**src/source/mmu_pkg.sv**
```systemverilog
//--------------------------------------------------
// Shared widths, enums and structs of the MMU.
// Every module refers to these by scoped name.
//--------------------------------------------------
`default_nettype none

package mmu_pkg;

    //--------------------------------------------------
    // Address widths
    localparam int PAGE_BITS_DEF   = 10;  // Default page number width
    localparam int OFFSET_BITS     = 10;  // Word offset within a page
    localparam int BESM6_PAGE_BITS = 5;   // Page bits used in BESM-6 mode
    localparam int VADDR_BITS      = PAGE_BITS_DEF + OFFSET_BITS;

    //--------------------------------------------------
    // Enums
    typedef enum logic [2:0] {
        OP_SET_MODE    = 3'd0,  // Load no_paging and besm6
        OP_MAP_WRITE   = 3'd1,  // Write a page-map entry
        OP_TRANSLATE   = 3'd2,  // Translate, mark used/dirty
        OP_SET_ACCESS  = 3'd3,  // Direct write of used/dirty
        OP_READ_STATUS = 3'd4,  // Read used/dirty/reprio
        OP_SET_REPRIO  = 3'd5,  // Direct write of reprio
        OP_FILL_REPRIO = 3'd6   // Sweep all reprio bits to 1
    } mmu_op_t;

    // Bus arbiter opcodes, kept as the access kind
    typedef enum logic [3:0] {
        ARB_INSTR_RD  = 4'd1,   // Instruction cache read
        ARB_INSTR_WR  = 4'd2,   // Instruction cache write
        ARB_DATA_RD   = 4'd3,   // Operand cache read
        ARB_DATA_WR   = 4'd4,   // Operand cache write
        ARB_RESULT_WR = 4'd10,  // Result write
        ARB_RMW       = 4'd11,  // Read-modify-write
        ARB_BLOCK_WR  = 4'd12   // Block transfer write
    } arb_kind_t;

    typedef enum logic [1:0] {
        IDLE = 2'd0,  // Nothing executing
        EXEC = 2'd1,  // One command executing
        FILL = 2'd2   // Reprio sweep running
    } ctl_state_t;

    //--------------------------------------------------
    // Command and response
    typedef struct packed {
        mmu_op_t                  op;    // Opcode
        arb_kind_t                kind;  // Access kind of a translate
        logic [VADDR_BITS-1:0]    addr;  // Virtual address, page in upper field
        logic [PAGE_BITS_DEF-1:0] data;  // Map entry, status or mode bits
    } mmu_cmd_t;

    typedef struct packed {
        mmu_op_t                              op;         // Opcode it answers
        logic [PAGE_BITS_DEF+OFFSET_BITS-1:0] phys_addr;  // Translated address
        logic                                 used;       // Page referenced
        logic                                 dirty;      // Page modified
        logic                                 reprio;     // Reprioritize request
    } mmu_rsp_t;

endpackage

`default_nettype wire

```
**src/source/cmd_fifo.sv**
```systemverilog
//--------------------------------------------------
// Command FIFO with credit return. The sender owns
// CMD_DEPTH credits, so a write always finds room.
// One credit pulse follows every pop by a cycle.
//--------------------------------------------------
`default_nettype none

module cmd_fifo #(
    parameter int CMD_DEPTH = 4  // Entries, equal to sender credits
) (
    input  wire                    clk,
    input  wire                    reset,
    input  wire                    i_valid,       // Write strobe
    input  wire mmu_pkg::mmu_cmd_t i_cmd,
    input  wire                    i_pop,         // Head consumed
    output logic                   o_head_valid,  // FIFO not empty
    output mmu_pkg::mmu_cmd_t      o_head,
    output logic                   o_credit       // Credit back to sender
);

    localparam int PTR_BITS = (CMD_DEPTH > 1) ? $clog2(CMD_DEPTH) : 1;
    localparam int CNT_BITS = $clog2(CMD_DEPTH + 1);

    mmu_pkg::mmu_cmd_t   mem [CMD_DEPTH];  // Entry storage
    logic [PTR_BITS-1:0] wr_ptr;
    logic [PTR_BITS-1:0] rd_ptr;
    logic [CNT_BITS-1:0] count;

    assign o_head_valid = (count != '0);
    assign o_head       = mem[rd_ptr];

    // Pointer wrap, depth need not be a power of two
    function automatic logic [PTR_BITS-1:0] next_ptr(input logic [PTR_BITS-1:0] ptr);
        if (ptr == PTR_BITS'(CMD_DEPTH - 1))
            return '0;
        return ptr + 1'b1;
    endfunction

    always_ff @(posedge clk) begin
        if (i_valid)
            mem[wr_ptr] <= i_cmd;  // Room guaranteed by credits
    end

    always_ff @(posedge clk) begin
        if (reset) begin
            wr_ptr   <= '0;
            rd_ptr   <= '0;
            count    <= '0;
            o_credit <= 1'b0;
        end else begin
            if (i_valid)
                wr_ptr <= next_ptr(wr_ptr);
            if (i_pop)
                rd_ptr <= next_ptr(rd_ptr);
            case ({i_valid, i_pop})
                2'b10:   count <= count + 1'b1;
                2'b01:   count <= count - 1'b1;
                default: count <= count;  // Both or neither
            endcase
            o_credit <= i_pop;  // Slot is free again
        end
    end

endmodule

`default_nettype wire

```
**config.mk**
```make
export PLATFORM = sky130hd
export DESIGN_NAME = cmd_fifo
export DESIGN_NICKNAME = d
export VERILOG_FILES = /design/src/source/mmu_pkg.sv /design/src/source/cmd_fifo.sv
export SDC_FILE = /design/constraint.sdc
export NUM_CORES = 1
export LEC_CHECK = 0
export ABC_AREA = 1
export ABC_CLOCK_PERIOD_IN_PS = 3170
export BUFFER_PORTS_ARGS = -buffer_cell sky130_fd_sc_hd__clkbuf_2
export CAP_MARGIN = 40
export CORE_MARGIN = 4
export CORE_UTILIZATION = 49
export CTS_BUF_LIST = sky130_fd_sc_hd__clkbuf_4 sky130_fd_sc_hd__clkbuf_8 sky130_fd_sc_hd__clkbuf_16
export CTS_CLUSTER_SIZE = 24
export DETAILED_ROUTE_END_ITERATION = 12
export PLACE_DENSITY = 0.82
export SYNTH_ARGS = -nofsm -noshare
export SYNTH_HDL_FRONTEND = slang
export SYNTH_SLANG_ARGS = --single-unit
export TNS_END_PERCENT = 1
```
**constraint.sdc**
```tcl
create_clock -name clk -period 3.17 [get_ports clk]
set_input_delay 0.634 -clock clk [delete_from_list [all_inputs] [get_ports clk]]
set_output_delay 0.634 -clock clk [all_outputs]
set_load 0.005 [all_outputs]
```
==> impl_metrics.csv, run 1 <==
group,metric,value,unit
outcome,status,"complete, no violations",
critical_path,reg2reg_setup_slack,1.58,ns
cells_and_area,fillers,881,
cells_and_area,synthToLayoutAreaGrowth,20.6,%
yosys,ys_seq_area_share,77.8,%
global_routing,antenna_found_initial,0,
worst_hold_path,whs_path_depth,2,
global_routing,grt_pass1_wl,18.7,mm
placement,gp_congestion,0.689,
placement,io_buffers,79,
yosys,yosys_warnings,0,
floorplanning,fp.dieArea,14000,um2
timing,finalMaxSlewViolations,0,
power,p_per_area,698,nW/um2
clock_tree,cts_root_buf,"clkbuf_16",
timing,grt_setup_unrepaired,"no",
yosys,synth_top_family_by_area,"compound AO/OA/AOI/OAI gates",
yosys,synthSimpleGateAreaFrac,6.22,%
yosys,ys_seq_elements,158,
timing,clock_skew,0.00865,ns
global_routing,grt-ovfl-total,0,
cells_and_area,final_util,60.2,%
floorplanning,fp.dieH,118,um
critical_path,worst-path-max-fanout,74,
yosys,synth_area,5970,um2
timing,hold_viol,0,
critical_path,cp-start-kind,"flop",
critical_path,cp_slowest_cell,"buf_4",
yosys,synthMuxAreaShare,0,%
critical_path,worstPathBufferInverterCount,2,
yosys,synth_xor_area_share,0.147,%
routing,wl_per_cell,17.6,um
critical_path,path_delay_family,"buffers and inverters",
yosys,synthArstFlopShare,0,%
timing,setup_viol,0,
cells_and_area,multi_input_area,1110,um2
yosys,syn_avg_cell_area,14.2,um2
yosys,syn_nets,468,
critical_path,arrival,2.01,ns
clock_tree,cts_tree,"yes",
yosys,yosysMostFrequentCell,"edfxtp_1",
timing,worst_pin_slew,0.713,ns
yosys,yosysTopAreaCellShare,74.4,%
yosys,syn_inst,420,
power,p_leak,2.65,nW
routing,routed_wl,11.7,mm
routing,ant_nets,0,
timing,setup_tns,0,ns
placement,preCtsSetupSlack,0.992,ns
yosys,synth-compound-area-share,10.7,%
clock_tree,cts_buffer_depth,2,
routing,viasPerCell,5.42,
clock_tree,postCtsSetupBuffers,0,
critical_path,max_stage_delay,0.58,ns
cells_and_area,fin_nets,554,
power,power.total,5.03,mW
critical_path,endpoint_kind,"output port",
clock_tree,cts.sinks,158,
critical_path,path_cells,"buf_4 > o21ai_0 > o22ai_1 > clkbuf_2",
floorplanning,die_w,118,um
timing,max_freq,378,MHz
cells_and_area,register_area,4650,um2
routing,num_vias,3611,
job,maxCapViolations,0,
yosys,ys.flop_type,"edfxtp_1",
clock_tree,holdBufCountCts,0,
yosys,synth-edff-count,148,
floorplanning,coreArea,12000,um2
timing,fin_crit,2.64,ns
timing,relSlewSlack,52.5,%
placement,place_hpwl,7.18,mm
yosys,synth_commonest_cells,"edfxtp_1, nor2_1, o21ai_0",
yosys,synth_cell_types,20,
cells_and_area,diodes,0,
yosys,synthTopCellsByArea,"edfxtp_1, nor2_1, o21ai_0",
worst_hold_path,hold_path_class,"input port to flop",
global_routing,grt_use_total,17.5,%
power,ir_worst_vdd,492,uV
critical_path,r2r_cells,5,
critical_path,cp.required,2.54,ns
critical_path,rr_startpoint,"wr_ptr[0]",
clock_tree,cts-buffers-inserted,17,
worst_hold_path,min-delay-start,"reset",
timing,fin_crit_sh,83.4,%
timing,setup_ws,0.526,ns
routing,dr.pass1.iters,4,
clock_tree,clk_pin_slew_worst_paths,0.06,ns
yosys,synth-adder-area-share,1.59,%
floorplanning,rows,40,
worst_hold_path,worstHoldEndpoint,"o_credit",
critical_path,timing.rr.end,"mem[0][20]",
clock_tree,cts-resized-gates,0,
yosys,synth_top_cell_by_area,"edfxtp_1",
floorplanning,io_pins,80,
clock_tree,cts.htree.levels,4,
routing,drcViolationCount,0,
routing,drtIter0Drc,246,
cells_and_area,layout-drive-gt1-share,24.7,%
floorplanning,initial_utilization,49.9,%
global_routing,grt_pass1_vias,3737,
clock_tree,worstSkewPairLatency,0.42,ns
critical_path,critPathKind,"flop to output port",
global_routing,grt_max_degree,75,
## metrics by stage
| stage | instance area [um2] | hold WS (ns) | cells |
|---|---|---|---|
| 2_1_floorplan | 5970 | 0.468 | 420 |
| 3_3_place_gp | 6480 | 0.480 | 631 |
| 3_5_place_dp | 6560 | 0.508 | 634 |
| 4_1_cts | 7200 | 0.414 | 666 |
| 5_1_grt | 7200 | 0.411 | 666 |
| 6_report | 7200 | 0.424 | 666 |
## power by group
part | switching [mW] | internal, mW
sequential | 0.0285 | 2.39
combinational | 0.274 | 0.167
clock | 0.744 | 1.42
total | 1.05 | 3.98
## worst reg2reg max path: stages (launching register included)
cell and delay [ns]:
dfxtp_1 0.35, inv_1 0.09, ha_1 0.15, nand2_1 0.06, inv_2 0.39, buf_16 0.23
## layout by cell type, fill, tap and decap left out, drive strengths merged
master	Yosys	layout
a21oi	3	3
buf	14	11
bufinv	0	4
clkbuf	9	104
clkinv	0	3
dfxtp	10	10
edfxtp	148	148
fa	1	1
ha	6	6
inv	15	15
nand2	11	11
nand4	1	1
nor2	85	85
nor3	1	1
o21ai	78	78
o22ai	37	37
xnor2	1	1
## cell families after synthesis
logic type / after synthesis
AOI/OAI and AO/OA: 118
buffers and inverters: 38
DFF: 158
adders and majority gates: 7
and+or+nand+nor: 98
xor gates and xnor gates: 1
## sequential cells by signal, summed over array words and instances (netlist names), named ones only
register and flops:
count 3, mem 148, o_credit 1, rd_ptr 2
wr_ptr 2
## worst max path at each step
| stage | startpoint | end | slack (ns) | depth (start not counted) |
|---|---|---|---|---|
| floorplan | i_valid | mem[3][0] | 1.37 | 2 |
| global placement | flop | o_head[9] | 1.09 | 4 |
| detailed placement | flop | o_head[19] | 0.99 | 4 |
| CTS | flop | o_head[3] | 0.50 | 4 |
| global route | flop | o_head[19] | 0.38 | 4 |
| finish | flop | o_head[3] | 0.53 | 4 |
## layout make-up
class	instances	area share, %
inverter	15	0.782
clock buffer	25	7.00
timing repair buffer	90	7.82
tap	147	2.55
sequential	158	64.5
clock inverter	7	1.88
multi-input combinational	224	15.4
## routing by layer
layer / vias up / track usage, % / routed length (um)
met5: - / 0 / 0
met4: 0 / 5.29 / 109
met3: 10 / 6.70 / 704
met2: 98 / 30.1 / 6060
met1: 1775 / 20.5 / 4840
li1: 1728 / - / -
(Power assumes the default switching activity.)
==> run 2, diff against run 1 <==
--- a/config.mk
+++ b/config.mk
@@ -6,7 +6,7 @@
 export NUM_CORES = 1
 export LEC_CHECK = 0
 export ABC_AREA = 1
-export ABC_CLOCK_PERIOD_IN_PS = 3170
+export ABC_CLOCK_PERIOD_IN_PS = 2550
 export BUFFER_PORTS_ARGS = -buffer_cell sky130_fd_sc_hd__clkbuf_2
 export CAP_MARGIN = 40
 export CORE_MARGIN = 4
==> constraint.sdc (replaced) <==
create_clock -name clk -period 2.55 [get_ports clk]
set_input_delay 0.51 -clock clk [delete_from_list [all_inputs] [get_ports clk]]
set_output_delay 0.51 -clock clk [all_outputs]
set_load 0.005 [all_outputs]
==> run 2 against run 1 <==
Against the previous run:
- non-clock buffer count is 1 higher
- final area shrank 0.68%
- worst hold slack worse by 0.11 ns
- clock-buffer cell count unchanged
- first-iteration DRC count rose by 6.5%
- critical path depth stayed put
- die area is the same
- worst setup slack lost 0.13 ns
- critical path type unchanged
==> impl_metrics.csv, run 2 (synthesis gave the netlist of run 1 again) <==
group,metric,value,unit
outcome,status,"complete, no violations",
routing,routed_wl,11.4,mm
cells_and_area,final_common_cell,"edfxtp_1",
timing,relSlewSlack,69.4,%
clock_tree,clk_pin_slew_worst_paths,0.06,ns
floorplanning,io_pins,80,
power,p_per_area,841,nW/um2
worst_hold_path,hold_path_class,"input port to flop",
critical_path,max_stage_delay,0.34,ns
clock_tree,holdBufCountCts,0,
global_routing,grt-ovfl-total,0,
clock_tree,cts.sinks,158,
routing,num_vias,3636,
timing,fin_crit_sh,84.6,%
floorplanning,initial_utilization,49.9,%
cells_and_area,fin_nets,555,
routing,ant_nets,0,
critical_path,path_delay_family,"buffers and inverters",
critical_path,endpoint_kind,"output port",
power,p_leak,2.63,nW
routing,viasPerCell,5.45,
routing,maxUsedRoutingLayer,"met4",
routing,dr.pass1.iters,4,
critical_path,worstPathBufferInverterCount,2,
critical_path,cp_slowest_cell,"dfxtp_2",
timing,hold_viol,0,
floorplanning,die_w,118,um
global_routing,grt_pass1_vias,3604,
clock_tree,worstSkewPairLatency,0.41,ns
clock_tree,cts_tree,"yes",
floorplanning,rows,40,
routing,met3WireLength,550,um
floorplanning,coreArea,12000,um2
critical_path,worst-path-max-fanout,36,
timing,worst_pin_slew,0.459,ns
clock_tree,cts-resized-gates,0,
clock_tree,cts_buffer_depth,2,
timing,setup_viol,0,
timing,clock_skew,0.00835,ns
cells_and_area,layout-drive-gt1-share,24.8,%
timing,whs,0.312,ns
timing,setup_tns,0,ns
timing,max_freq,464,MHz
routing,wl_per_cell,17.1,um
routing,wl_met1,4.90,mm
routing,drtIter0Drc,262,
cells_and_area,diodes,0,
clock_tree,cts_root_buf,"clkbuf_16",
critical_path,arrival,1.65,ns
clock_tree,cts-buffers-inserted,17,
power,ir_worst_vdd,621,uV
critical_path,path_cells,"buf_4 > o21ai_0 > o22ai_1 > clkbuf_2",
timing,finalMaxSlewViolations,0,
clock_tree,cts.htree.levels,4,
power,power.total,6.01,mW
routing,wl_met2,5.89,mm
floorplanning,fp.dieH,118,um
cells_and_area,regMostFlops,"mem",
global_routing,grt_pass1_wl,18.1,mm
placement,io_buffers,79,
critical_path,cp-start-kind,"flop",
critical_path,critPathKind,"flop to output port",
clock_tree,postCtsSetupBuffers,0,
placement,preCtsSetupSlack,0.677,ns
floorplanning,fp.dieArea,14000,um2
cells_and_area,reg_top3,"mem (148), count (3)",
global_routing,antenna_found_initial,0,
cells_and_area,final_cell_mix,"edfxtp_1, nor2_1, clkbuf_2, o21ai_0, o22ai_1",
job,maxCapViolations,0,
critical_path,cp.required,2.04,ns
routing,drcViolationCount,0,
cells_and_area,largest_register_ffs,148,
timing,grt_setup_unrepaired,"no",
placement,place_hpwl,7.11,mm
placement,gp_congestion,0.731,
timing,fin_crit,2.16,ns
timing,setup_ws,0.393,ns
global_routing,grt_max_degree,49,
cells_and_area,synthToLayoutAreaGrowth,19.8,%
global_routing,grt_use_total,16.7,%
run 2: per-stage QoR:
step	utilization, %	std cells	area (um2)
floorplan	-	420	5970
global placement	54.7	635	6550
detailed placement	54.7	635	6550
CTS	59.8	667	7150
global route	59.8	667	7150
finish	59.8	667	7150
run 2: power by group:
group	total, mW	internal, mW	leakage, nW	switching [mW]
clock network	2.45	1.53	0.305	0.921
registers	3.01	2.97	1.44	0.0355
logic	0.549	0.205	0.881	0.344
total	6.01	4.71	2.63	1.30
run 2: cell type report:
| cell class | instances | area [um2] |
|---|---|---|
| clock buffers | 25 | 563 |
| multi-input cells | 224 | 1110 |
| clock inverters | 7 | 42.5 |
| flip-flops and latches | 158 | 4650 |
| repair buffers | 91 | 548 |
| fillers | 881 | 4810 |
| inverters | 15 | 56.3 |
| well taps | 147 | 184 |
run 2: layer usage:
| metal | vias to the layer above | GRT usage [%] |
|---|---|---|
| met3 | 9 | 5.26 |
| met1 | 1802 | 20.7 |
| met5 | - | 0 |
| met4 | 0 | 4.78 |
| li1 | 1731 | - |
| met2 | 94 | 28.5 |
run 2: final timing paths:
check / from / endpoint / slack [ns] / depth (start not counted)
worst max-delay path: flop / o_head[3] / 0.39 / 4
worst min-delay path: reset / o_credit / 0.31 / 2
worst max register to register: wr_ptr[0] / mem[2][34] / 0.98 / 5
worst min register to register: count[0] / count[0] / 0.52 / 2
