## config.mk

```make
export PLATFORM = sky130hd
export DESIGN_NAME = mmu_control
export DESIGN_NICKNAME = d
export VERILOG_FILES = /design/src/source/mmu_pkg.sv /design/src/source/mmu_control.sv
export SDC_FILE = /design/constraint.sdc
export NUM_CORES = 1
export LEC_CHECK = 0
export BUFFER_PORTS_ARGS = -buffer_cell sky130_fd_sc_hd__buf_2
export CAP_MARGIN = 20
export CORE_ASPECT_RATIO = 0.9
export CORE_MARGIN = 4
export CORE_UTILIZATION = 42
export CTS_CLUSTER_DIAMETER = 200
export DETAILED_ROUTE_END_ITERATION = 16
export HOLD_SLACK_MARGIN = 0.02
export PLACE_DENSITY_LB_ADDON = 0.12
export REMOVE_ABC_BUFFERS = 1
export SYNTH_ARGS = -nofsm -noshare
export SYNTH_HDL_FRONTEND = slang
export SYNTH_SLANG_ARGS = --single-unit
```

## constraint.sdc

```tcl
create_clock -name clk -period 2.9 [get_ports clk]
set_clock_uncertainty 0.2 [all_clocks]
set_input_delay 0.29 -clock clk [delete_from_list [all_inputs] [get_ports clk]]
set_output_delay 0.29 -clock clk [all_outputs]
set_load 0.05 [all_outputs]
```

## src/source/mmu_pkg.sv

```systemverilog
//--------------------------------------------------
// Shared widths, enums and structs of the MMU.
// Every module refers to these by scoped name.
//--------------------------------------------------
`default_nettype none

package mmu_pkg;

    //--------------------------------------------------
    // Address widths
    localparam int PAGE_BITS_DEF   = 10;  // Default page number width
    localparam int OFFSET_BITS     = 10;  // Word offset within a page
    localparam int BESM6_PAGE_BITS = 5;   // Page bits used in BESM-6 mode
    localparam int VADDR_BITS      = PAGE_BITS_DEF + OFFSET_BITS;

    //--------------------------------------------------
    // Enums
    typedef enum logic [2:0] {
        OP_SET_MODE    = 3'd0,  // Load no_paging and besm6
        OP_MAP_WRITE   = 3'd1,  // Write a page-map entry
        OP_TRANSLATE   = 3'd2,  // Translate, mark used/dirty
        OP_SET_ACCESS  = 3'd3,  // Direct write of used/dirty
        OP_READ_STATUS = 3'd4,  // Read used/dirty/reprio
        OP_SET_REPRIO  = 3'd5,  // Direct write of reprio
        OP_FILL_REPRIO = 3'd6   // Sweep all reprio bits to 1
    } mmu_op_t;

    // Bus arbiter opcodes, kept as the access kind
    typedef enum logic [3:0] {
        ARB_INSTR_RD  = 4'd1,   // Instruction cache read
        ARB_INSTR_WR  = 4'd2,   // Instruction cache write
        ARB_DATA_RD   = 4'd3,   // Operand cache read
        ARB_DATA_WR   = 4'd4,   // Operand cache write
        ARB_RESULT_WR = 4'd10,  // Result write
        ARB_RMW       = 4'd11,  // Read-modify-write
        ARB_BLOCK_WR  = 4'd12   // Block transfer write
    } arb_kind_t;

    typedef enum logic [1:0] {
        IDLE = 2'd0,  // Nothing executing
        EXEC = 2'd1,  // One command executing
        FILL = 2'd2   // Reprio sweep running
    } ctl_state_t;

    //--------------------------------------------------
    // Command and response
    typedef struct packed {
        mmu_op_t                  op;    // Opcode
        arb_kind_t                kind;  // Access kind of a translate
        logic [VADDR_BITS-1:0]    addr;  // Virtual address, page in upper field
        logic [PAGE_BITS_DEF-1:0] data;  // Map entry, status or mode bits
    } mmu_cmd_t;

    typedef struct packed {
        mmu_op_t                              op;         // Opcode it answers
        logic [PAGE_BITS_DEF+OFFSET_BITS-1:0] phys_addr;  // Translated address
        logic                                 used;       // Page referenced
        logic                                 dirty;      // Page modified
        logic                                 reprio;     // Reprioritize request
    } mmu_rsp_t;

endpackage

`default_nettype wire

```

## src/source/mmu_control.sv

```systemverilog
//--------------------------------------------------
// MMU control. Pops the FIFO, holds the executing
// command, decodes it into single-cycle strobes, keeps
// the mode bits and registers the response.
//--------------------------------------------------
`default_nettype none

module mmu_control #(
    parameter int PAGE_BITS = mmu_pkg::PAGE_BITS_DEF  // Page number width
) (
    input  wire                    clk,
    input  wire                    reset,
    input  wire                    i_head_valid,
    input  wire mmu_pkg::mmu_cmd_t i_head,
    output logic                   o_pop,         // Take FIFO head
    output mmu_pkg::mmu_cmd_t      o_exec,        // Executing command
    output logic                   o_exec_valid,
    output logic                   o_map_we,      // Page-map write
    output logic                   o_no_paging,   // Mode: translation bypass
    output logic                   o_besm6,       // Mode: narrow page field
    output logic                   o_access_en,   // Translate marks used/dirty
    output logic                   o_set_access,  // Direct used/dirty write
    output logic                   o_set_reprio,  // Direct reprio write
    output logic                   o_read_en,     // Capture status bits
    output logic                   o_fill_start,  // Start reprio sweep
    input  wire                    i_fill_busy,
    input  wire [PAGE_BITS+mmu_pkg::OFFSET_BITS-1:0] i_phys_addr,
    input  wire                    i_used,
    input  wire                    i_dirty,
    input  wire                    i_reprio,
    output logic                   o_rsp_valid,
    output mmu_pkg::mmu_rsp_t      o_rsp
);

    localparam int RSP_ADDR_BITS = mmu_pkg::PAGE_BITS_DEF + mmu_pkg::OFFSET_BITS;

    mmu_pkg::ctl_state_t      state;
    mmu_pkg::ctl_state_t      next_state;
    logic                     fill_hold;  // Sweep still running
    logic                     rsp_cmd;    // Executing op gets a response
    mmu_pkg::mmu_op_t         rsp_op;
    logic [RSP_ADDR_BITS-1:0] rsp_phys;

    //--------------------------------------------------
    // Sequencing
    assign o_exec_valid = (state == mmu_pkg::EXEC);
    assign fill_hold    = (state == mmu_pkg::FILL) && i_fill_busy;
    assign o_pop        = i_head_valid && !o_fill_start && !fill_hold;

    always_comb begin
        if (o_fill_start)
            next_state = mmu_pkg::FILL;
        else if (fill_hold)
            next_state = mmu_pkg::FILL;
        else if (o_pop)
            next_state = mmu_pkg::EXEC;  // Executes at the next edge
        else
            next_state = mmu_pkg::IDLE;
    end

    // Opcode to strobes, each lasts the single exec cycle
    always_comb begin
        o_map_we     = 1'b0;
        o_access_en  = 1'b0;
        o_set_access = 1'b0;
        o_set_reprio = 1'b0;
        o_read_en    = 1'b0;
        o_fill_start = 1'b0;
        rsp_cmd      = 1'b0;
        if (o_exec_valid) begin
            case (o_exec.op)
                mmu_pkg::OP_MAP_WRITE:   o_map_we     = 1'b1;
                mmu_pkg::OP_SET_ACCESS:  o_set_access = 1'b1;
                mmu_pkg::OP_SET_REPRIO:  o_set_reprio = 1'b1;
                mmu_pkg::OP_FILL_REPRIO: o_fill_start = 1'b1;
                mmu_pkg::OP_TRANSLATE: begin
                    o_access_en = 1'b1;
                    rsp_cmd     = 1'b1;
                end
                mmu_pkg::OP_READ_STATUS: begin
                    o_read_en = 1'b1;
                    rsp_cmd   = 1'b1;
                end
                default: ;  // Set-mode handled below
            endcase
        end
    end

    //--------------------------------------------------
    // State, mode register, response strobe
    always_ff @(posedge clk) begin
        if (reset) begin
            state       <= mmu_pkg::IDLE;
            o_no_paging <= 1'b0;  // Paging on
            o_besm6     <= 1'b0;  // Native page field
            o_rsp_valid <= 1'b0;
        end else begin
            state <= next_state;
            if (o_exec_valid && o_exec.op == mmu_pkg::OP_SET_MODE) begin
                o_no_paging <= o_exec.data[0];
                o_besm6     <= o_exec.data[1];
            end
            o_rsp_valid <= rsp_cmd;
        end
    end

    // Payload registers
    always_ff @(posedge clk) begin
        if (o_pop)
            o_exec <= i_head;
        if (rsp_cmd) begin
            rsp_op <= o_exec.op;
            if (o_exec.op == mmu_pkg::OP_TRANSLATE)
                rsp_phys <= RSP_ADDR_BITS'(i_phys_addr);
            else
                rsp_phys <= '0;  // Status reads carry no address
        end
    end

    // Status bits are registered in page_status at the same edge
    always_comb begin
        o_rsp           = '0;
        o_rsp.op        = rsp_op;
        o_rsp.phys_addr = rsp_phys;
        if (rsp_op == mmu_pkg::OP_READ_STATUS) begin
            o_rsp.used   = i_used;
            o_rsp.dirty  = i_dirty;
            o_rsp.reprio = i_reprio;
        end
    end

endmodule

`default_nettype wire

```

==> flow_summary_export.csv, run 1 <==
group,metric,value,unit
pwr,power.switching,0.501,mW
floorplan,design.core.area,4980,µm²
clock_network,post_cts_resized,0,
pwr,power_frac_comb,14.2,%
logic_synthesis,netlist.area_leader.share,80.9,%
logic_synthesis,ys_warn_count,0,
floorplan,vertical_die_dimension,77.1,µm
critical_path,setup_crit_start,"o_exec[34]$_DFFE_PP_",
routing,detail_route.vias_per_cell,4.34,
critical_path,worst_setup_path_category,"reg2out",
layout,fin_area,3580,µm²
logic_synthesis,synth.distinct_cells,16,
sta,layout_worst_path_cycle_share,89.1,%
sta,final_period_minus_worst_setup_slack,2580,ps
floorplan,die_area,6530,µm²
layout,num-fill-cells,346,
routing,antenna_violating_nets_post_route,0,
logic_synthesis,yosys-top-cells-area,"edfxtp_1 81%, and2_1 7.0%, dfxtp_1 4.5%",
pwr,power.clock.fraction,33.2,%
global_routing,use_met3,8.36,%
pwr,ir_worst_vdd,0.481,mV
sta,worst_slew_margin_rel,64.4,%
logic_synthesis,share_of_flip_flops_with_an_asynchronous_set_or_reset_after_synthesis,0,%
critical_path,r2r_slack,620,ps
critical_path,cp_slowest_cell,"edfxtp_1",
global_routing,wire_length_of_the_first_global_routing_pass,8.49,mm
place,placement.io_buffers,137,
critical_path,reg2reg_from,"o_exec[34]$_DFFE_PP_",
floorplan,chipWidth,84.7,µm
sta,max_freq,387,MHz
critical_path,crit_arrival,2090,ps
critical_path,slowest_delay,450,ps
clock_network,numCtsBuffers,9,
critical_path,worstSetupStartpointType,"flop",
clock_network,clk_latency,320,ps
layout,multi_input_comb_area,320,µm²
global_routing,use_met2,31.0,%
critical_path,reg2reg_depth,4,
sta,whs,41.8,ps
logic_synthesis,yosysSeqAreaShare,85.4,%
pwr,power.share.sequential,52.6,%
critical_path,worstPathCellList,"or3b_4 > o22a_1 > and2_1 > buf_2",
layout,areaGrowthSynthToFinish,60.7,%
clock_network,number_of_buffers_between_clock_root_and_the_deepest_sink,2,
place,gp_congestion,0.673,
floorplan,pin_count,138,
routing,avgRoutedWirePerCell,14.9,µm
critical_path,worst-endpoint-required,2410,ps
clock_network,clk_pin_slew,70,ps
sta,max_slew.worst_pin.slew,534,ps
pwr,p_int,1.55,mW
routing,firstDrtPassIters,4,
clock_network,cts_tree,"done",
layout,final_nets,370,
logic_synthesis,netlist_area_before_placement,2230,µm²
global_routing,number_of_antenna_violations_at_the_first_check_in_global_routing,0,
floorplan,placementRows,24,
layout,final-seq-area,1900,µm²
global_routing,via_count_of_the_first_global_routing_pass,1721,
outcome,status,"completed",
job,cap_viol_max_count,0,
pwr,leak_pwr,1.62,nW
sta,timing_hold_violations_final,0,
critical_path,crit-reg2reg-capture,"o_exec[2]$_DFFE_PP_",
logic_synthesis,syn_avg_cell_area,18.9,µm²
pwr,sw_frac_of_total,24.4,%
pwr,power_per_cell_area,573,nW/µm²
place,placedInstanceArea,3010,µm²
sta,rsz_0062_raised_after_global_routing,"no",
global_routing,grt_busiest_layer,"met2",
global_routing,track_usage,17.5,%
logic_synthesis,synth_area_leader_cell,"edfxtp_1",
critical_path,crit_path_end,"o_pop",
layout,antenna-diode-count,0,
layout,drive_above_1_share,50.0,%
logic_synthesis,syn_inst,118,
logic_synthesis,number_of_flops_mapped_to_enable_cells_by_yosys,60,
logic_synthesis,netlist_top_cells_count,"60 x edfxtp_1, 25 x and2_1, 6 x nand2b_1, 6 x nor2_1, 5 x dfxtp_1",
sta,final_max_slew_viol_count,0,
clock_network,cts.sinks,65,
global_routing,grt_overflow_total,0,
routing,drc,0,
routing,initialDrtViolationCount,26,
sta,setup_violations,0,
clock_network,cts-htree-levels,3,
critical_path,critical_path_peak_fanout,13,
global_routing,grt_max_degree,27,
routing,post_route_wl,5.58,mm
global_routing,gr-usage-met1,17.3,%
routing,routed-via-count,1627,
clock_network,clock_tree_root_buffer_cell,"clkbuf_8",
worst_hold_path,min_path_type,"in2reg",
logic_synthesis,synth-seq-cells,65,
logic_synthesis,yosysMostFrequentCell,"edfxtp_1",
floorplan,floorplan.initialDensity,44.7,%
logic_synthesis,synthFlopType,"edfxtp_1",
place,dp_hpwl,3.61,mm
critical_path,end_kind,"output pin",
through the flow:
stage	utilization, %	std cells	setup slack (ps)	TNS [ps]	power [mW]
after floorplan	-	116	-28.4	-1390	1.26
after global placement	60.4	321	647	0	1.34
after detailed placement	60.4	321	632	0	1.34
after CTS	71.8	375	292	0	2.06
after global routing	71.8	375	216	0	2.13
final	71.8	375	316	0	2.05
how the worst min path moves through the flow:
stage                          from                          to  cells past startpoint
2_1_floorplan                 reset      o_rsp_valid$_SDFF_PP0_                      1
3_3_place_gp   o_besm6$_SDFFE_PP0P_        o_besm6$_SDFFE_PP0P_                      2
3_5_place_dp             i_head[20]        o_exec[20]$_DFFE_PP_                      1
4_1_cts              i_phys_addr[5]   rsp_phys[5]$_SDFFCE_PP0P_                      2
5_1_grt             i_phys_addr[13]  rsp_phys[13]$_SDFFCE_PP0P_                      2
6_report             i_phys_addr[5]   rsp_phys[5]$_SDFFCE_PP0P_                      2
state kept, by name (all words and copies together) (netlist names):
| signal | count |
|---|---|
| o_exec | 37 |
| rsp_phys | 20 |
| rsp_op | 3 |
| state | 2 |
| o_besm6 | 1 |
| o_no_paging | 1 |
| o_rsp_valid | 1 |
cell type report:
type | instances | area share (%)
clock buffer | 10 | 3.57
clock inverter | 5 | 1.33
multi-input combinational | 51 | 8.95
sequential | 65 | 53.2
tap | 65 | 2.27
timing repair buffer | 179 | 30.7
power groups by stage:
stage	clock network (mW)	logic (mW)	registers, mW
detailed placement	0	0.247	1.10
global route	0.747	0.305	1.08
finish	0.681	0.290	1.08
CTS	0.693	0.287	1.08
global placement	0	0.247	1.10
floorplan	0	0.0412	1.22
critical path, delay by kind of cell, from the launching register on:
family	cells	cell delay [ps]
buffers and inverters	1	300
flip-flops	1	450
AND/OR/NAND/NOR	2	780
AO/OA/AOI/OAI	1	240
routing by layer:
metal  share of wire (%)  vias up
met5                   0        -
met4                 1.5        0
met3                  12        8
met2                  53       91
met1                  34      726
li1                    -      802
cells by family (layout without fill, tap and decap cells):
family | after synthesis | count (layout) | share of synthesized area [%]
and+or+nand+nor | 47 | 47 | 12.7
muxes | 2 | 2 | 0.899
buffers and inverters | 2 | 194 | 0.337
AOI/OAI and AO/OA | 2 | 2 | 0.618
DFF | 65 | 65 | 85.4
layout by cell type (no fill, tap or decap), drive strengths merged, types with 3 or more instances in the layout:
cell type,count
nand2b,6
dlygate4sd3,39
clkinv,4
buf,140
nand2,3
nor2,6
dfxtp,5
and2,25
edfxtp,60
clkbuf,10
what timing repair did:
item,4_1_cts,5_1_grt
setup endpoints to repair,0,0
setup buffers,0,0
hold buffers,39,0
endpoints found under the hold margin,40,0
Note: power is estimated with default switching activity, not from simulation.
==> run 2, diff against run 1 <==
- ABC_AREA: unset -> 1
- CORE_UTILIZATION: 42 -> 43
- PLACE_DENSITY: unset -> 0.91
- PLACE_DENSITY_LB_ADDON: 0.12 -> unset
==> run 2 against run 1 <==
Global-route usage fell by 0.22 points. Total power increased by 8.0%. Sequential power is essentially flat. First-iteration DRC count rose to 2.5 times the previous value. Synthesized area is 5.5% higher. Synthesized cell count is 31% higher. Critical endpoint unchanged. Register-to-register slack better by 390 ps. Die area grew 2.7%.
==> flow_summary_export.csv, run 2 <==
group,metric,value,unit
logic_synthesis,ys_warn_count,0,
pwr,ir_worst_vdd,0.343,mV
outcome,status,"completed",
logic_synthesis,syn_avg_cell_area,15.1,µm²
logic_synthesis,netlist_area_before_placement,2350,µm²
logic_synthesis,synthFlopType,"edfxtp_1",
logic_synthesis,yosysSeqAreaShare,81.0,%
place,placement.io_buffers,137,
floorplan,floorplan.initialDensity,44.4,%
worst_hold_path,hold-path-cell-count,3,
clock_network,clk_latency,330,ps
clock_network,cts_hold_repair.buffers,38,
sta,max_slew.worst_pin.slew,618,ps
floorplan,chipWidth,85.9,µm
critical_path,worstSetupStartpointType,"flop",
critical_path,end_kind,"output pin",
critical_path,worst-endpoint-required,2410,ps
job,cap_viol_max_count,0,
layout,mostFrequentLayoutCells,"137 x buf_2, 60 x edfxtp_1, 38 x dlygate4sd3_1",
routing,detail_route.vias_per_cell,4.28,
routing,topRoutingLayerUsed,"met4",
sta,max_freq,457,MHz
routing,antenna_violating_nets_post_route,0,
logic_synthesis,synth-seq-cells,65,
logic_synthesis,number_of_flops_mapped_to_enable_cells_by_yosys,60,
pwr,power_per_cell_area,597,nW/µm²
logic_synthesis,syn_inst,155,
floorplan,pin_count,138,
routing,routed-via-count,1770,
layout,num-fill-cells,387,
place,dp_hpwl,3.88,mm
sta,worst_slew_margin_rel,58.7,%
routing,drc,0,
global_routing,track_usage,17.2,%
routing,avgRoutedWirePerCell,13.6,µm
sta,timing_hold_violations_final,0,
routing,routed-wl-met3,350,µm
layout,drive_above_1_share,51.6,%
critical_path,reg2reg_from,"o_exec[35]$_DFFE_PP_",
critical_path,crit-reg2reg-capture,"o_exec[3]$_DFFE_PP_",
sta,layout_worst_path_cycle_share,75.4,%
clock_network,post_cts_resized,0,
pwr,power,2.21,mW
logic_synthesis,netlist.area_leader.share,76.8,%
pwr,p_int,1.65,mW
sta,final_max_slew_viol_count,0,
layout,largest_register_ff_count,37,
routing,met2_wirelength,3.02,mm
logic_synthesis,yosysMostFrequentCell,"edfxtp_1",
critical_path,crit_arrival,1700,ps
routing,initialDrtViolationCount,65,
critical_path,cp_slowest_cell,"edfxtp_1",
layout,regMostFlops,"o_exec",
global_routing,number_of_antenna_violations_at_the_first_check_in_global_routing,0,
layout,fin_util,70.1,%
critical_path,slowest_delay,470,ps
floorplan,die_area,6710,µm²
global_routing,grt_max_degree,24,
sta,final_period_minus_worst_setup_slack,2190,ps
sta,rsz_0062_raised_after_global_routing,"no",
floorplan,design.core.area,5290,µm²
routing,m1WireLength,2.15,mm
logic_synthesis,synth_area_leader_cell,"edfxtp_1",
critical_path,critical_path_peak_fanout,6,
pwr,power.share.sequential,48.9,%
clock_network,cts.sinks,65,
pwr,leak_pwr,1.74,nW
logic_synthesis,share_of_flip_flops_with_an_asynchronous_set_or_reset_after_synthesis,0,%
clock_network,cts_tree,"done",
clock_network,numCtsBuffers,9,
pwr,sw_frac_of_total,25.6,%
clock_network,post_cts_setup_repair_buffer_count,0,
critical_path,worstPathCellList,"inv_2 > nor2_2 > nand3_1 > nand3_1 > inv_1 > buf_2",
critical_path,crit_path_frequent_cell,"nand3_1",
critical_path,r2r_slack,1010,ps
logic_synthesis,synth.distinct_cells,14,
pwr,power.switching,0.566,mW
clock_network,number_of_buffers_between_clock_root_and_the_deepest_sink,2,
pwr,power_frac_comb,14.7,%
critical_path,reg2reg_depth,6,
routing,firstDrtPassIters,4,
clock_network,cts-htree-levels,3,
pwr,power.clock.fraction,36.4,%
logic_synthesis,netlist_top_cells_count,"60 x edfxtp_1, 33 x inv_1, 21 x nor2_2, 11 x nor2_1, 8 x nand2_1",
worst_hold_path,holdCritStartpoint,"i_head_valid",
floorplan,vertical_die_dimension,78.1,µm
routing,post_route_wl,5.61,mm
sta,setup_tns,0,ps
layout,reg.largest.list,"o_exec x37, rsp_phys x20, rsp_op x3",
place,gp_congestion,0.827,
global_routing,via_count_of_the_first_global_routing_pass,1818,
layout,areaGrowthSynthToFinish,57.9,%
worst_hold_path,min_path_type,"in2reg",
global_routing,grt_overflow_total,0,
layout,mostFrequentLayoutCell,"buf_2",
clock_network,clk_pin_slew,70,ps
floorplan,placementRows,25,
clock_network,clock_tree_root_buffer_cell,"clkbuf_8",
global_routing,wire_length_of_the_first_global_routing_pass,8.65,mm
layout,final_nets,406,
sta,setup_violations,0,
critical_path,worst_setup_path_category,"reg2out",
layout,antenna-diode-count,0,
logic_synthesis,yosys-top-cells-area,"edfxtp_1 77%, nor2_2 5.6%, inv_1 5.3%",
worst_hold_path,hold_path_end,"state[0]$_SDFF_PP0_",
## run 2: cell type report
type / instances / area, µm² / area share, %
Sequential cell: 65 / 1900 / 51.3
Timing Repair Buffer: 178 / 1090 / 29.4
Multi-Input combinational cell: 54 / 295 / 7.97
Inverter: 34 / 128 / 3.44
Clock buffer: 9 / 124 / 3.34
Clock inverter: 7 / 85.1 / 2.30
Tap cell: 67 / 83.8 / 2.26
## run 2: how the worst max path moves through the flow
| stage | from | to | slack (ps) | cells past startpoint |
|---|---|---|---|---|
| 6_report | o_exec[35]$_DFFE_PP_ | o_pop | 710 | 6 |
| 5_1_grt | o_exec[35]$_DFFE_PP_ | o_pop | 600 | 6 |
| 4_1_cts | o_exec[35]$_DFFE_PP_ | o_pop | 700 | 6 |
| 3_5_place_dp | o_exec[35]$_DFFE_PP_ | o_exec[27]$_DFFE_PP_ | 1020 | 6 |
| 3_3_place_gp | o_exec[35]$_DFFE_PP_ | o_exec[27]$_DFFE_PP_ | 1080 | 6 |
| 2_1_floorplan | o_exec[34]$_DFFE_PP_ | o_exec[0]$_DFFE_PP_ | 210 | 4 |
## run 2: power groups by stage
stage	Combinational (mW)	Sequential, mW	Clock (mW)
after floorplan	0.0572	1.24	0
after global placement	0.282	1.10	0
after detailed placement	0.286	1.10	0
after CTS	0.326	1.08	0.818
after global routing	0.344	1.08	0.876
final	0.325	1.08	0.805
## run 2: metal layers
layer  vias up  GRT usage [%]
met4         0           8.07
li1        881              -
met1       809           18.9
met2        72           31.0
met3         8           4.20
met5         -              0
## run 2: through the flow
step / area (µm²) / instances / hold WS (ps) / setup slack [ps]
after global routing: 3710 / 414 / 36.4 / 596
after CTS: 3710 / 414 / 31.7 / 701
after detailed placement: 3120 / 360 / 268 / 1020
after global placement: 3120 / 360 / 267 / 1080
after floorplan: 2320 / 153 / 159 / 206
final: 3710 / 414 / 40.0 / 713
## run 2: cell families after synthesis
family	after synthesis	share of synthesized area, %
compound gates	2	0.426
buf+inv	36	6.40
flops	65	81.0
simple gates	52	12.2
## run 2: worst max-delay path: cells and delay by family, from the launching register on
| kind | cells | cell delay, ps |
|---|---|---|
| DFF | 1 | 470 |
| and+or+nand+nor | 3 | 280 |
| buffers and inverters | 3 | 630 |
==> run 3, diff against run 2 <==
- clock period: 2.9 -> 2.2 ns (I/O delays scaled with it)
==> run 3 against run 2 <==
Core utilization grew 4.1 points. Critical endpoint unchanged. Sequential share of layout area shrank 2.8 points. Clock power grew 18%. Sequential cell count is the same. Largest power group unchanged. Total power grew 29%.
==> flow_summary_export.csv, run 3 (synthesis gave the netlist of run 2 again) <==
group,metric,value,unit
floorplan,vertical_die_dimension,78.1,µm
routing,antenna_violating_nets_post_route,0,
sta,setup_violations,0,
layout,num-fill-cells,352,
layout,final_nets,430,
clock_network,post_cts_setup_repair_buffer_count,0,
layout,antenna-diode-count,0,
pwr,leak_pwr,1.83,nW
critical_path,worst_setup_path_category,"reg2out",
sta,final.setup.worst_slack,181,ps
critical_path,critical_path_peak_fanout,6,
global_routing,via_count_of_the_first_global_routing_pass,2090,
pwr,power_frac_comb,16.5,%
sta,worst_slew_margin_rel,57.4,%
critical_path,end_kind,"output pin",
clock_network,cts.sinks,65,
pwr,power.share.sequential,50.1,%
global_routing,track_usage,20.8,%
floorplan,placementRows,25,
sta,max_freq,495,MHz
clock_network,cts-htree-levels,3,
critical_path,worstSetupStartpointType,"flop",
global_routing,number_of_antenna_violations_at_the_first_check_in_global_routing,0,
global_routing,grt_max_degree,24,
pwr,sw_frac_of_total,26.7,%
floorplan,pin_count,138,
place,dp_hpwl,4.19,mm
worst_hold_path,min_path_type,"in2reg",
sta,rsz_0062_raised_after_global_routing,"no",
outcome,status,"completed",
pwr,ir_worst_vdd,0.599,mV
sta,timing_hold_violations_final,0,
job,cap_viol_max_count,0,
sta,setup_tns,0,ps
critical_path,crit_arrival,1600,ps
floorplan,die_area,6710,µm²
global_routing,wire_length_of_the_first_global_routing_pass,10.2,mm
critical_path,worst-endpoint-required,1780,ps
pwr,p_int,2.09,mW
clock_network,clk_latency,330,ps
layout,mostFrequentLayoutCells,"136 x buf_2, 60 x dlygate4sd3_1, 60 x edfxtp_1",
routing,post_route_wl,6.60,mm
layout,drive_above_1_share,49.1,%
layout,areaGrowthSynthToFinish,67.1,%
place,pre_cts_ws,323,ps
routing,avgRoutedWirePerCell,15.1,µm
sta,final_max_slew_viol_count,0,
routing,detail_route.vias_per_cell,4.44,
place,placement.io_buffers,137,
sta,final_period_minus_worst_setup_slack,2020,ps
place,gp_congestion,0.724,
clock_network,numCtsBuffers,9,
pwr,power.switching,0.761,mW
routing,drc,0,
clock_network,cts_tree,"done",
clock_network,clk_pin_slew,70,ps
sta,max_slew.worst_pin.slew,637,ps
pwr,power_per_cell_area,726,nW/µm²
global_routing,grt_overflow_total,0,
clock_network,number_of_buffers_between_clock_root_and_the_deepest_sink,2,
floorplan,chipWidth,85.9,µm
floorplan,design.core.area,5290,µm²
routing,firstDrtPassIters,4,
layout,regMostFlops,"o_exec",
sta,layout_worst_path_cycle_share,91.8,%
floorplan,floorplan.initialDensity,44.4,%
layout,mostFrequentLayoutCell,"buf_2",
routing,routed-via-count,1943,
clock_network,clock_tree_root_buffer_cell,"clkbuf_8",
routing,initialDrtViolationCount,122,
layout,largest_register_ff_count,37,
pwr,power.clock.fraction,33.5,%
layout,reg.largest.list,"o_exec x37, rsp_phys x20, rsp_op x3",
run 3: worst paths after layout:
kind                                           start  depth (start not counted)  slack [ps]                   end
worst min-delay path                     i_fill_busy                          4         100   state[0]$_SDFF_PP0_
worst max-delay path            o_exec[34]$_DFFE_PP_                          5         180                 o_pop
worst max register to register  o_exec[34]$_DFFE_PP_                          4         380   state[1]$_SDFF_PP0_
worst min register to register  o_besm6$_SDFFE_PP0P_                          2         280  o_besm6$_SDFFE_PP0P_
run 3: worst max-delay path: stages (launching register included):
cell      delay [ps]
edfxtp_1         480
nor2_2           200
nand3_1          160
nand3_1          140
inv_2             90
buf_4            200
run 3: layout make-up:
| type | count | area (µm²) | share of cell area, % |
|---|---|---|---|
| clock buffer | 10 | 128 | 3.25 |
| multi-input combinational | 54 | 295 | 7.53 |
| tap | 67 | 83.8 | 2.14 |
| clock inverter | 6 | 58.8 | 1.50 |
| timing repair buffer | 202 | 1330 | 33.8 |
| sequential | 65 | 1900 | 48.5 |
| inverter | 34 | 128 | 3.25 |
run 3: routing by layer:
layer,GRT usage [%],share of wire (%),vias up
met5,0,0,-
met1,19.7,33,909
met4,10.6,2.9,0
met2,38.8,57,87
li1,-,-,932
met3,7.14,7.5,15
run 3: per-stage QoR:
step / cells / power, mW / hold slack, ps / instance area [µm²] / util, %
5_1_grt: 438 / 2.97 / 116 / 3920 / 74.2
2_1_floorplan: 153 / 1.70 / 89.1 / 2320 / -
3_5_place_dp: 362 / 1.83 / 198 / 3130 / 59.2
6_report: 438 / 2.85 / 102 / 3920 / 74.2
4_1_cts: 438 / 2.86 / 62.9 / 3920 / 74.2
3_3_place_gp: 362 / 1.82 / 197 / 3130 / 59.2
run 3: power groups by stage:
stage / Clock [mW] / Sequential (mW) / Combinational [mW]
floorplan: 0 / 1.63 / 0.0754
global placement: 0 / 1.45 / 0.374
global route: 1.04 / 1.43 / 0.494
finish: 0.953 / 1.43 / 0.469
detailed placement: 0 / 1.45 / 0.382
CTS: 0.969 / 1.43 / 0.464
run 3: repair_timing:
item,in CTS,in global routing
gates resized for setup,1,1
endpoints found under the hold margin,62,0
setup endpoints to repair,1,1
hold buffers,60,0
